===== config.mk =====
export PLATFORM = sky130hd
export DESIGN_NAME = cpu
export DESIGN_NICKNAME = d
export VERILOG_FILES = /design/src/common/core_pkg.sv /design/src/common/isa_pkg.sv /design/src/datapath/alu.sv /design/src/datapath/regfile.sv /design/src/datapath/datapath.sv /design/src/control/control.sv /design/src/control/cycle_sequencer.sv /design/src/rtl/cpu.sv
export SDC_FILE = /design/constraint.sdc
export NUM_CORES = 1
export LEC_CHECK = 0
export ABC_AREA = 1
export ABC_CLOCK_PERIOD_IN_PS = 11180
export BUFFER_PORTS_ARGS = -buffer_cell sky130_fd_sc_hd__buf_4
export CAP_MARGIN = 5
export CORE_ASPECT_RATIO = 2
export CORE_UTILIZATION = 53
export CTS_BUF_LIST = sky130_fd_sc_hd__clkbuf_4
export DETAILED_ROUTE_END_ITERATION = 16
export PLACE_DENSITY = 0.68
export SETUP_SLACK_MARGIN = 0.05
export SLEW_MARGIN = 20
export SYNTH_ARGS = -nofsm -noshare
export SYNTH_HDL_FRONTEND = slang
export SYNTH_HIERARCHICAL = 1
export SYNTH_SLANG_ARGS = --single-unit

===== constraint.sdc =====
create_clock -name clk -period 11.18 [get_ports clk]
set_clock_uncertainty 0.05 [all_clocks]
set_input_delay 0.559 -clock clk [delete_from_list [all_inputs] [get_ports clk]]
set_output_delay 0.559 -clock clk [all_outputs]
set_load 0.03 [all_outputs]

===== src/common/core_pkg.sv =====
package core_pkg;

    typedef logic [7:0]  data_t;
    typedef logic [15:0] addr_t;
    typedef logic [15:0] word_t;
    typedef logic [2:0]  m_cycle_t;  // Step within an instruction

    // Four T-states per machine cycle
    typedef enum logic [1:0] {PH_ADDR, PH_WAIT, PH_DATA, PH_IDLE} phase_t;

    typedef enum logic [1:0] {BUS_NONE, BUS_FETCH, BUS_WRITE, BUS_READ} bus_op_t;

    typedef enum logic [1:0] {AB_PC, AB_IMM, AB_HL} ab_src_t;

    typedef enum logic [1:0] {A_ACC, A_PC_LO, A_PC_HI} a_src_t;

    typedef enum logic [2:0] {B_REG, B_IMM, B_ABS_IMM, B_ONE, B_ZERO} b_src_t;

    typedef enum logic [2:0] {DST_NONE, DST_A, DST_PC, DST_RF, DST_IMM} dst_t;

    localparam addr_t reset_pc = 16'h0000;

endpackage


===== src/common/isa_pkg.sv =====
package isa_pkg;

    // Register codes as they sit in the opcode fields
    typedef logic [2:0] reg_sel_t;

    localparam reg_sel_t reg_h      = 3'd4;
    localparam reg_sel_t reg_l      = 3'd5;
    localparam reg_sel_t reg_hl_mem = 3'd6;  // Also the immediate slot in 00rrr110 / 11ooo110
    localparam reg_sel_t reg_a      = 3'd7;
    localparam int       num_gp_regs = 6;    // B C D E H L

    // Accumulator operations follow opcode bits [5:3]
    typedef enum logic [3:0] {
        ALU_ADD, ALU_ADC, ALU_SUB, ALU_SBC,
        ALU_AND, ALU_XOR, ALU_OR, ALU_CP,
        ALU_PASS,
        ALU_ADDC_PC
    } alu_op_t;

    typedef logic [3:0] flags_t;

    localparam int flag_z = 3;
    localparam int flag_n = 2;
    localparam int flag_h = 1;
    localparam int flag_c = 0;

    localparam logic [7:0] op_nop     = 8'h00;
    localparam logic [7:0] op_halt    = 8'h76;
    localparam logic [7:0] op_jp      = 8'hc3;
    localparam logic [7:0] op_jr      = 8'h18;
    localparam logic [7:0] op_ld_hl_a = 8'h77;
    localparam logic [7:0] op_ld_a_hl = 8'h7e;

    // Opcode groups from bits [7:6]
    localparam logic [1:0] grp_ld_rn = 2'b00;
    localparam logic [1:0] grp_ld_rr = 2'b01;
    localparam logic [1:0] grp_alu_r = 2'b10;
    localparam logic [1:0] grp_alu_n = 2'b11;

endpackage


===== src/datapath/alu.sv =====
module alu
    import core_pkg::*;
    import isa_pkg::*;
(
    input  data_t   a,
    input  data_t   b,
    input  alu_op_t op,
    input  logic    carry_in,
    input  flags_t  flags_in,
    output data_t   result,
    output flags_t  flags_out
);

    logic       cin;
    logic [8:0] sum;
    logic [8:0] diff;
    logic [4:0] half_sum;
    logic [4:0] half_diff;

    assign cin       = (op == ALU_ADC || op == ALU_SBC || op == ALU_ADDC_PC) ? carry_in : 1'b0;
    assign sum       = {1'b0, a} + {1'b0, b} + {8'd0, cin};
    assign diff      = {1'b0, a} - {1'b0, b} - {8'd0, cin};
    assign half_sum  = {1'b0, a[3:0]} + {1'b0, b[3:0]} + {4'd0, cin};
    assign half_diff = {1'b0, a[3:0]} - {1'b0, b[3:0]} - {4'd0, cin};  // Bit 4 is half borrow

    always_comb begin
        result    = b;
        flags_out = flags_in;
        case (op)
            ALU_ADD, ALU_ADC: begin
                result    = sum[7:0];
                flags_out = {sum[7:0] == 8'd0, 1'b0, half_sum[4], sum[8]};
            end
            ALU_SUB, ALU_SBC, ALU_CP: begin
                result    = (op == ALU_CP) ? a : diff[7:0];  // CP only compares
                flags_out = {diff[7:0] == 8'd0, 1'b1, half_diff[4], diff[8]};
            end
            ALU_AND: begin
                result    = a & b;
                flags_out = {(a & b) == 8'd0, 1'b0, 1'b1, 1'b0};
            end
            ALU_XOR: begin
                result    = a ^ b;
                flags_out = {(a ^ b) == 8'd0, 3'b000};
            end
            ALU_OR: begin
                result    = a | b;
                flags_out = {(a | b) == 8'd0, 3'b000};
            end
            ALU_ADDC_PC: begin
                result            = sum[7:0];
                flags_out[flag_c] = sum[8];  // Carry for the next PC byte only
            end
            default: result = b;
        endcase
    end

endmodule


===== src/datapath/regfile.sv =====
module regfile
    import core_pkg::*;
    import isa_pkg::*;
(
    input  logic     clk,
    input  logic     rst,
    input  reg_sel_t rd_sel,
    output data_t    rd_data,
    input  reg_sel_t wr_sel,
    input  data_t    wr_data,
    input  logic     we,
    output word_t    hl
);

    data_t regs [num_gp_regs];  // B C D E H L

    // Codes 6 and 7 read as zero here
    assign rd_data = (rd_sel < reg_hl_mem) ? regs[rd_sel] : '0;
    assign hl      = {regs[reg_h], regs[reg_l]};

    always_ff @(posedge clk or posedge rst) begin
        if (rst) begin
            for (int i = 0; i < num_gp_regs; i++)
                regs[i] <= '0;
        end else if (we && wr_sel < reg_hl_mem) begin
            regs[wr_sel] <= wr_data;
        end
    end

endmodule


===== src/datapath/datapath.sv =====
module datapath
    import core_pkg::*;
    import isa_pkg::*;
(
    input  logic     clk,
    input  logic     rst,
    input  a_src_t   a_src,
    input  b_src_t   b_src,
    input  alu_op_t  alu_op,
    input  dst_t     dst,
    input  reg_sel_t rf_rd_sel,
    input  reg_sel_t rf_wr_sel,
    input  bus_op_t  bus_op,
    input  ab_src_t  ab_src,
    input  logic     pc_load,
    input  phase_t   phase,
    input  m_cycle_t m_cycle,
    input  data_t    din,
    output data_t    opcode,
    output logic     imm_sign,
    output addr_t    a,
    output data_t    dout,
    output logic     rd,
    output logic     wr,
    output logic     phi
);

    addr_t  pc;
    data_t  acc;
    flags_t f;
    word_t  imm;
    logic   pc_carry;  // Carry from PC low byte into high byte
    data_t  rf_rd_data;
    word_t  hl;
    data_t  reg_operand;
    data_t  imm_abs;
    data_t  alu_a;
    data_t  alu_b;
    logic   alu_cin;
    data_t  alu_result;
    flags_t alu_flags;
    addr_t  ab_wr;

    regfile rf_inst (
        .clk     (clk),
        .rst     (rst),
        .rd_sel  (rf_rd_sel),
        .rd_data (rf_rd_data),
        .wr_sel  (rf_wr_sel),
        .wr_data (alu_result),
        .we      (dst == DST_RF),
        .hl      (hl)
    );

    alu alu_inst (
        .a         (alu_a),
        .b         (alu_b),
        .op        (alu_op),
        .carry_in  (alu_cin),
        .flags_in  (f),
        .result    (alu_result),
        .flags_out (alu_flags)
    );

    assign imm_sign = imm[7];
    assign imm_abs  = imm[7] ? ~imm[7:0] + 8'd1 : imm[7:0];  // Magnitude of JR offset

    ////////////////////////////////////////////////////////////////////////////
    // Operand and address muxes
    ////////////////////////////////////////////////////////////////////////////
    always_comb begin
        case (rf_rd_sel)
            reg_a:      reg_operand = acc;
            reg_hl_mem: reg_operand = imm[7:0];  // Byte fetched from (HL)
            default:    reg_operand = rf_rd_data;
        endcase
        case (a_src)
            A_PC_LO: alu_a = pc[7:0];
            A_PC_HI: alu_a = pc[15:8];
            default: alu_a = acc;
        endcase
        case (b_src)
            B_REG:     alu_b = reg_operand;
            B_IMM:     alu_b = imm[7:0];
            B_ABS_IMM: alu_b = imm_abs;
            B_ONE:     alu_b = 8'd1;
            default:   alu_b = 8'd0;
        endcase
        case (a_src)
            A_PC_LO: alu_cin = 1'b0;
            A_PC_HI: alu_cin = pc_carry;
            default: alu_cin = f[flag_c];
        endcase
        case (ab_src)
            AB_IMM:  ab_wr = imm;
            AB_HL:   ab_wr = hl;
            default: ab_wr = pc;
        endcase
    end

    ////////////////////////////////////////////////////////////////////////////
    // Architectural registers
    ////////////////////////////////////////////////////////////////////////////
    always_ff @(posedge clk or posedge rst) begin
        if (rst) begin
            pc     <= reset_pc;
            acc    <= '0;
            f      <= '0;
            opcode <= op_nop;
        end else begin
            if (pc_load) begin
                pc <= imm;
            end else if (dst == DST_PC) begin
                if (a_src == A_PC_HI)
                    pc[15:8] <= alu_result;
                else
                    pc[7:0] <= alu_result;
            end
            if (dst == DST_A) begin
                acc <= alu_result;
                f   <= alu_flags;
            end else if (dst == DST_RF && rf_wr_sel == reg_a) begin
                acc <= alu_result;  // Loads into A leave F alone
            end
            if (phase == PH_DATA && bus_op == BUS_FETCH)
                opcode <= din;
        end
    end

    always_ff @(posedge clk) begin
        if (dst == DST_IMM) begin
            imm[7:0] <= alu_result;
        end else if (phase == PH_DATA && bus_op == BUS_READ) begin
            if (m_cycle == 3'd0)
                imm[7:0] <= din;
            else
                imm[15:8] <= din;
        end
        if (dst == DST_PC && a_src == A_PC_LO)
            pc_carry <= alu_flags[flag_c];
    end

    // Bus outputs, one update per phase
    always_ff @(posedge clk or posedge rst) begin
        if (rst) begin
            a    <= '0;
            rd   <= 1'b0;
            wr   <= 1'b0;
            phi  <= 1'b1;
            dout <= '0;
        end else if (phase == PH_ADDR) begin
            a  <= ab_wr;
            rd <= (bus_op == BUS_FETCH || bus_op == BUS_READ);
        end else if (phase == PH_DATA) begin
            rd  <= 1'b0;
            phi <= 1'b0;
            if (bus_op == BUS_WRITE) begin
                wr   <= 1'b1;
                dout <= imm[7:0];
            end
        end else if (phase == PH_IDLE) begin
            wr   <= 1'b0;
            dout <= '0;
            phi  <= 1'b1;
        end
    end

endmodule


===== src/control/control.sv =====
module control
    import core_pkg::*;
    import isa_pkg::*;
(
    input  data_t    opcode,
    input  logic     imm_sign,
    input  phase_t   phase,
    input  m_cycle_t m_cycle,
    output a_src_t   a_src,
    output b_src_t   b_src,
    output alu_op_t  alu_op,
    output dst_t     dst,
    output reg_sel_t rf_rd_sel,
    output reg_sel_t rf_wr_sel,
    output bus_op_t  bus_op,
    output ab_src_t  ab_src,
    output logic     pc_load,
    output logic     next,
    output logic     halt
);

    b_src_t  d_b_src;
    alu_op_t d_op;
    dst_t    d_dst;
    logic    d_pc_load;
    logic    rel_step;  // JR offset is added to PC in this step
    logic    pc_step;
    alu_op_t field_op;

    assign field_op = alu_op_t'({1'b0, opcode[5:3]});

    ////////////////////////////////////////////////////////////////////////////
    // Instruction decode, one selector set per step
    ////////////////////////////////////////////////////////////////////////////
    always_comb begin
        d_b_src   = B_REG;
        d_op      = ALU_PASS;
        d_dst     = DST_NONE;
        d_pc_load = 1'b0;
        rel_step  = 1'b0;
        rf_rd_sel = opcode[2:0];
        rf_wr_sel = opcode[5:3];
        bus_op    = BUS_FETCH;   // Last step of most instructions fetches
        ab_src    = AB_PC;
        next      = 1'b0;
        halt      = 1'b0;
        if (opcode == op_nop) begin
            bus_op = BUS_FETCH;
        end else if (opcode == op_halt) begin
            bus_op = BUS_NONE;
            halt   = 1'b1;
        end else if (opcode == op_ld_a_hl) begin
            if (m_cycle == 3'd0) begin
                bus_op = BUS_READ;
                ab_src = AB_HL;
                next   = 1'b1;
            end else begin
                rf_rd_sel = reg_hl_mem;  // Byte read from (HL)
                rf_wr_sel = reg_a;
                d_dst     = DST_RF;
            end
        end else if (opcode == op_ld_hl_a) begin
            if (m_cycle == 3'd0) begin
                rf_rd_sel = reg_a;
                d_dst     = DST_IMM;     // A into the write buffer
                bus_op    = BUS_WRITE;
                ab_src    = AB_HL;
                next      = 1'b1;
            end
        end else if (opcode == op_jp) begin
            if (m_cycle < 3'd2) begin
                bus_op = BUS_READ;
                next   = 1'b1;
            end else if (m_cycle == 3'd2) begin
                bus_op    = BUS_NONE;
                d_pc_load = 1'b1;
                next      = 1'b1;
            end
        end else if (opcode == op_jr) begin
            if (m_cycle == 3'd0) begin
                bus_op = BUS_READ;
                next   = 1'b1;
            end else if (m_cycle == 3'd1) begin
                bus_op   = BUS_NONE;
                rel_step = 1'b1;
                next     = 1'b1;
            end
        end else if (opcode[7:6] == grp_ld_rr) begin
            d_dst = DST_RF;
        end else if (opcode[7:6] == grp_alu_r) begin
            d_op  = field_op;
            d_dst = DST_A;
        end else if (opcode[2:0] == reg_hl_mem &&
                     (opcode[7:6] == grp_ld_rn || opcode[7:6] == grp_alu_n)) begin
            if (m_cycle == 3'd0) begin
                bus_op = BUS_READ;       // Operand byte
                next   = 1'b1;
            end else begin
                d_b_src = B_IMM;
                d_op    = (opcode[7:6] == grp_alu_n) ? field_op : ALU_PASS;
                d_dst   = (opcode[7:6] == grp_alu_n) ? DST_A : DST_RF;
            end
        end
    end

    ////////////////////////////////////////////////////////////////////////////
    // Phase gating and PC stepping
    ////////////////////////////////////////////////////////////////////////////
    assign pc_step = (bus_op == BUS_FETCH || bus_op == BUS_READ) && ab_src == AB_PC;

    always_comb begin
        a_src   = A_ACC;
        b_src   = B_ZERO;
        alu_op  = ALU_PASS;
        dst     = DST_NONE;
        pc_load = 1'b0;
        case (phase)
            PH_ADDR: begin
                b_src   = d_b_src;
                alu_op  = d_op;
                dst     = d_dst;
                pc_load = d_pc_load;
            end
            PH_WAIT: begin
                if (rel_step) begin
                    a_src  = A_PC_LO;
                    b_src  = B_ABS_IMM;
                    alu_op = imm_sign ? ALU_SUB : ALU_ADDC_PC;
                    dst    = DST_PC;
                end else if (pc_step) begin
                    a_src  = A_PC_LO;
                    b_src  = B_ONE;
                    alu_op = ALU_ADDC_PC;
                    dst    = DST_PC;
                end
            end
            PH_DATA: begin
                if (rel_step || pc_step) begin
                    a_src  = A_PC_HI;     // High byte takes the saved carry
                    alu_op = (rel_step && imm_sign) ? ALU_SBC : ALU_ADDC_PC;
                    dst    = DST_PC;
                end
            end
            default: dst = DST_NONE;
        endcase
    end

endmodule


===== src/control/cycle_sequencer.sv =====
module cycle_sequencer
    import core_pkg::*;
(
    input  logic     clk,
    input  logic     rst,
    input  logic     next,
    input  logic     halt,
    output phase_t   phase,
    output m_cycle_t m_cycle,
    output logic     done
);

    logic halted;
    logic step_next;  // Taken before a fetch replaces the opcode
    logic step_halt;

    always_ff @(posedge clk or posedge rst) begin
        if (rst) begin
            phase     <= PH_ADDR;
            m_cycle   <= '0;
            halted    <= 1'b0;
            done      <= 1'b0;
            step_next <= 1'b0;
            step_halt <= 1'b0;
        end else begin
            done <= halted;  // One clock behind the latch
            case (phase)
                PH_ADDR: phase <= PH_WAIT;
                PH_WAIT: phase <= PH_DATA;
                PH_DATA: begin
                    phase     <= PH_IDLE;
                    step_next <= next;
                    step_halt <= halt;
                end
                default: begin
                    if (halted || step_halt) begin
                        halted <= 1'b1;  // Parked in idle for good
                    end else begin
                        phase   <= PH_ADDR;
                        m_cycle <= step_next ? m_cycle + 3'd1 : 3'd0;
                    end
                end
            endcase
        end
    end

endmodule


===== src/rtl/cpu.sv =====
module cpu
    import core_pkg::*;
    import isa_pkg::*;
(
    input  logic  clk,
    input  logic  rst,
    input  data_t din,
    output addr_t a,
    output data_t dout,
    output logic  rd,
    output logic  wr,
    output logic  phi,
    output logic  done
);

    phase_t   phase;
    m_cycle_t m_cycle;
    data_t    opcode;
    logic     imm_sign;
    logic     next;
    logic     halt;
    logic     pc_load;

    a_src_t   a_src;
    b_src_t   b_src;
    alu_op_t  alu_op;
    dst_t     dst;
    reg_sel_t rf_rd_sel;
    reg_sel_t rf_wr_sel;
    bus_op_t  bus_op;
    ab_src_t  ab_src;

    cycle_sequencer seq_inst (.*);

    control ctrl_inst (.*);

    datapath dp_inst (.*);

endmodule


==> results.sh <==
export IMPL_rsz0062_at_grt="false"
export IMPL_drive_gt1_frac=0.153
export IMPL_first_iter_violations=580
export IMPL_insertion_delay_ns=0.55
export IMPL_synthCells=1347
export IMPL_rrSetupSlack_ns=5.10
export IMPL_drc=0
export IMPL_status="finished clean"
export IMPL_wl_per_cell_um=19.8
export IMPL_grt_max_degree=61
export IMPL_hold_end="dp_inst/imm[11]"
export IMPL_overflow=0
export IMPL_drv_slew=0
export IMPL_io_buffers=37
export IMPL_rows=70
export IMPL_hold_path_class="input port to flop"
export IMPL_cts_buffer_depth=2
export IMPL_die_w_um=98.3
export IMPL_cts_buffers_inserted=17
export IMPL_maxCapViolations=0
export IMPL_start_util=0.540
export IMPL_crit_buf_inv=7
export IMPL_placed_cell_area_um2=9990
export IMPL_required_ns=11.60
export IMPL_p_leak_nw=5.06
export IMPL_vias=8848
export IMPL_postRouteAntennaNets=0
export IMPL_drt_pass1_iterations=7
export IMPL_r2r_end="dp_inst/pc[11]"
export IMPL_syn2layout_area_growth_pct=4.55
export IMPL_holdPathStages=1
export IMPL_fin_crit_sh=0.544
export IMPL_reg2reg_depth=31
export IMPL_worstPathArrival_ns=6.50
export IMPL_nNetsFinal=1411
export IMPL_fin_area_um2=10300
export IMPL_syn_num_nets=1411
export IMPL_synth_area_um2=9840
export IMPL_grt_pass1_vias=8672
export IMPL_startpoint_type="flop"
export IMPL_drt_vias_per_instance=5.61
export IMPL_htreeDepth=4
export IMPL_gp_congestion=0.995
export IMPL_dpl_hpwl_mm=24.8
export IMPL_cpMaxStageDelayCell="dfrtp_1"
export IMPL_hold_viol_final=0
export IMPL_path_common_cell="nand2_1"
export IMPL_setup_tns_ns=0
export IMPL_slew_headroom=0.323
export IMPL_crit_type="flop to flop"
export IMPL_dieArea_um2=19100
export IMPL_cts_root_buf="clkbuf_4"
export IMPL_die_height_um=195
export IMPL_end_kind="flop"
export IMPL_r2r_start="dp_inst/opcode[1]"
export IMPL_coreArea_um2=18200
export IMPL_post_route_util=0.565
export IMPL_min_from="din[3]"
export IMPL_cp_top_family="simple AND/OR/NAND/NOR gates"
export IMPL_period_minus_slack_ns=6.08
export IMPL_cts_tree="done"
export IMPL_ir_worst_vdd_mv=0.162
export IMPL_power_density_nw_per_um2=349
export IMPL_avgSynthCellArea_um2=7.30
export IMPL_cpPeakStageDelay_ns=0.85
export IMPL_setup_violations=0
export IMPL_yosys_warnings=6
export IMPL_ctsResizeCount=0
export IMPL_clkTransAtPathRegs_ns=0.12
export IMPL_clock_fmax_ghz=0.164
export IMPL_clkSinkCount=134
export IMPL_worst_pin_slew_ns=1.01
export IMPL_grt_first_pass_wirelength_mm=48.3
export IMPL_io_pins=38
export IMPL_track_usage=0.341
export IMPL_wl_mm=31.2
export IMPL_grt_antenna_before_repair=1
export IMPL_crit_path_max_fanout=19
export IMPL_fillers=1824
[routing by layer]
layer | share of wire | vias to the layer above | global-route usage
li1 | - | 4312 | -
met1 | 0.34 | 4163 | 0.332
met2 | 0.53 | 250 | 0.618
met3 | 0.035 | 123 | 0.0500
met4 | 0.099 | 0 | 0.294
met5 | 0 | - | 0
[metrics by stage]
step	setup slack (ns)	total power [mW]	hold slack (ns)	std cells
after floorplan	6.64	2.57	0.337	1347
after global placement	5.31	3.22	0.414	1543
after detailed placement	5.20	3.23	0.418	1543
after CTS	5.14	3.57	0.124	1576
after global routing	4.63	3.90	0.122	1577
final	5.10	3.59	0.169	1577
[timing repair]
item / 4_1_cts / 5_1_grt
hold buffers: 1 / 0
buffers inserted: 0 / 0
endpoints found under the setup margin: 0 / 0
hold endpoints to repair: 9 / 0
[power breakdown]
group / internal, mW / switching [mW] / total [mW]
Sequential: 0.652 / 0.173 / 0.826
Clock: 0.138 / 0.192 / 0.330
Combinational: 0.725 / 1.71 / 2.44
[cells in the final DEF, fill, tap and decap left out, drive strengths merged]
master,count
o221ai,2
a31oi,11
o2111ai,2
buf,42
nor3b,1
diode,1
xnor2,2
o211ai,14
bufinv,2
conb,1
a21oi,44
nor2,102
mux2,2
nand3b,2
o22ai,6
dlygate4sd3,1
nand2,412
inv,214
a22o,10
clkbuf,18
nand4,17
clkinvlp,1
or3,1
clkinv,7
or2,1
fa,4
o21ai,139
ha,50
and3,1
o31a,1
dfstp,1
nor4,1
nor3,13
dfrtp,116
xor2,1
nand3,101
edfxtp,17
[sequential cells by signal (all words and copies together), names as in the netlist, 2 cells and up]
| name | cells |
|---|---|
| seq_inst/phase | 2 |
| dp_inst/acc | 8 |
| dp_inst/imm | 16 |
| dp_inst/rf_inst/regs | 32 |
| dp_inst/opcode | 8 |
| dp_inst/a | 16 |
| dp_inst/rf_inst/hl | 16 |
| dp_inst/dout | 8 |
| seq_inst/m_cycle | 3 |
| dp_inst/pc | 16 |
[worst max path at each step]
stage                           start              to  slack [ns]  cells past startpoint
floorplan           dp_inst/opcode[7]   dp_inst/pc[4]        6.64                     32
global placement    dp_inst/opcode[1]   dp_inst/pc[2]        5.31                     26
detailed placement  dp_inst/opcode[1]  dp_inst/pc[10]        5.20                     26
CTS                 dp_inst/opcode[1]  dp_inst/pc[10]        5.14                     26
global route        dp_inst/opcode[1]  dp_inst/pc[11]        4.63                     31
finish              dp_inst/opcode[1]  dp_inst/pc[11]        5.10                     31
[final cells by class]
class / count / area (µm²) / share of cell area
clock buffer: 18 / 135 / 0.0131
multi-input combinational: 941 / 5170 / 0.503
antenna: 1 / 2.50 / 0.000243
timing repair buffer: 43 / 325 / 0.0316
inverter: 210 / 790 / 0.0768
clock inverter: 14 / 149 / 0.0145
sequential: 134 / 3440 / 0.334
tap: 216 / 270 / 0.0263
Power figures use the tool's default switching activity.
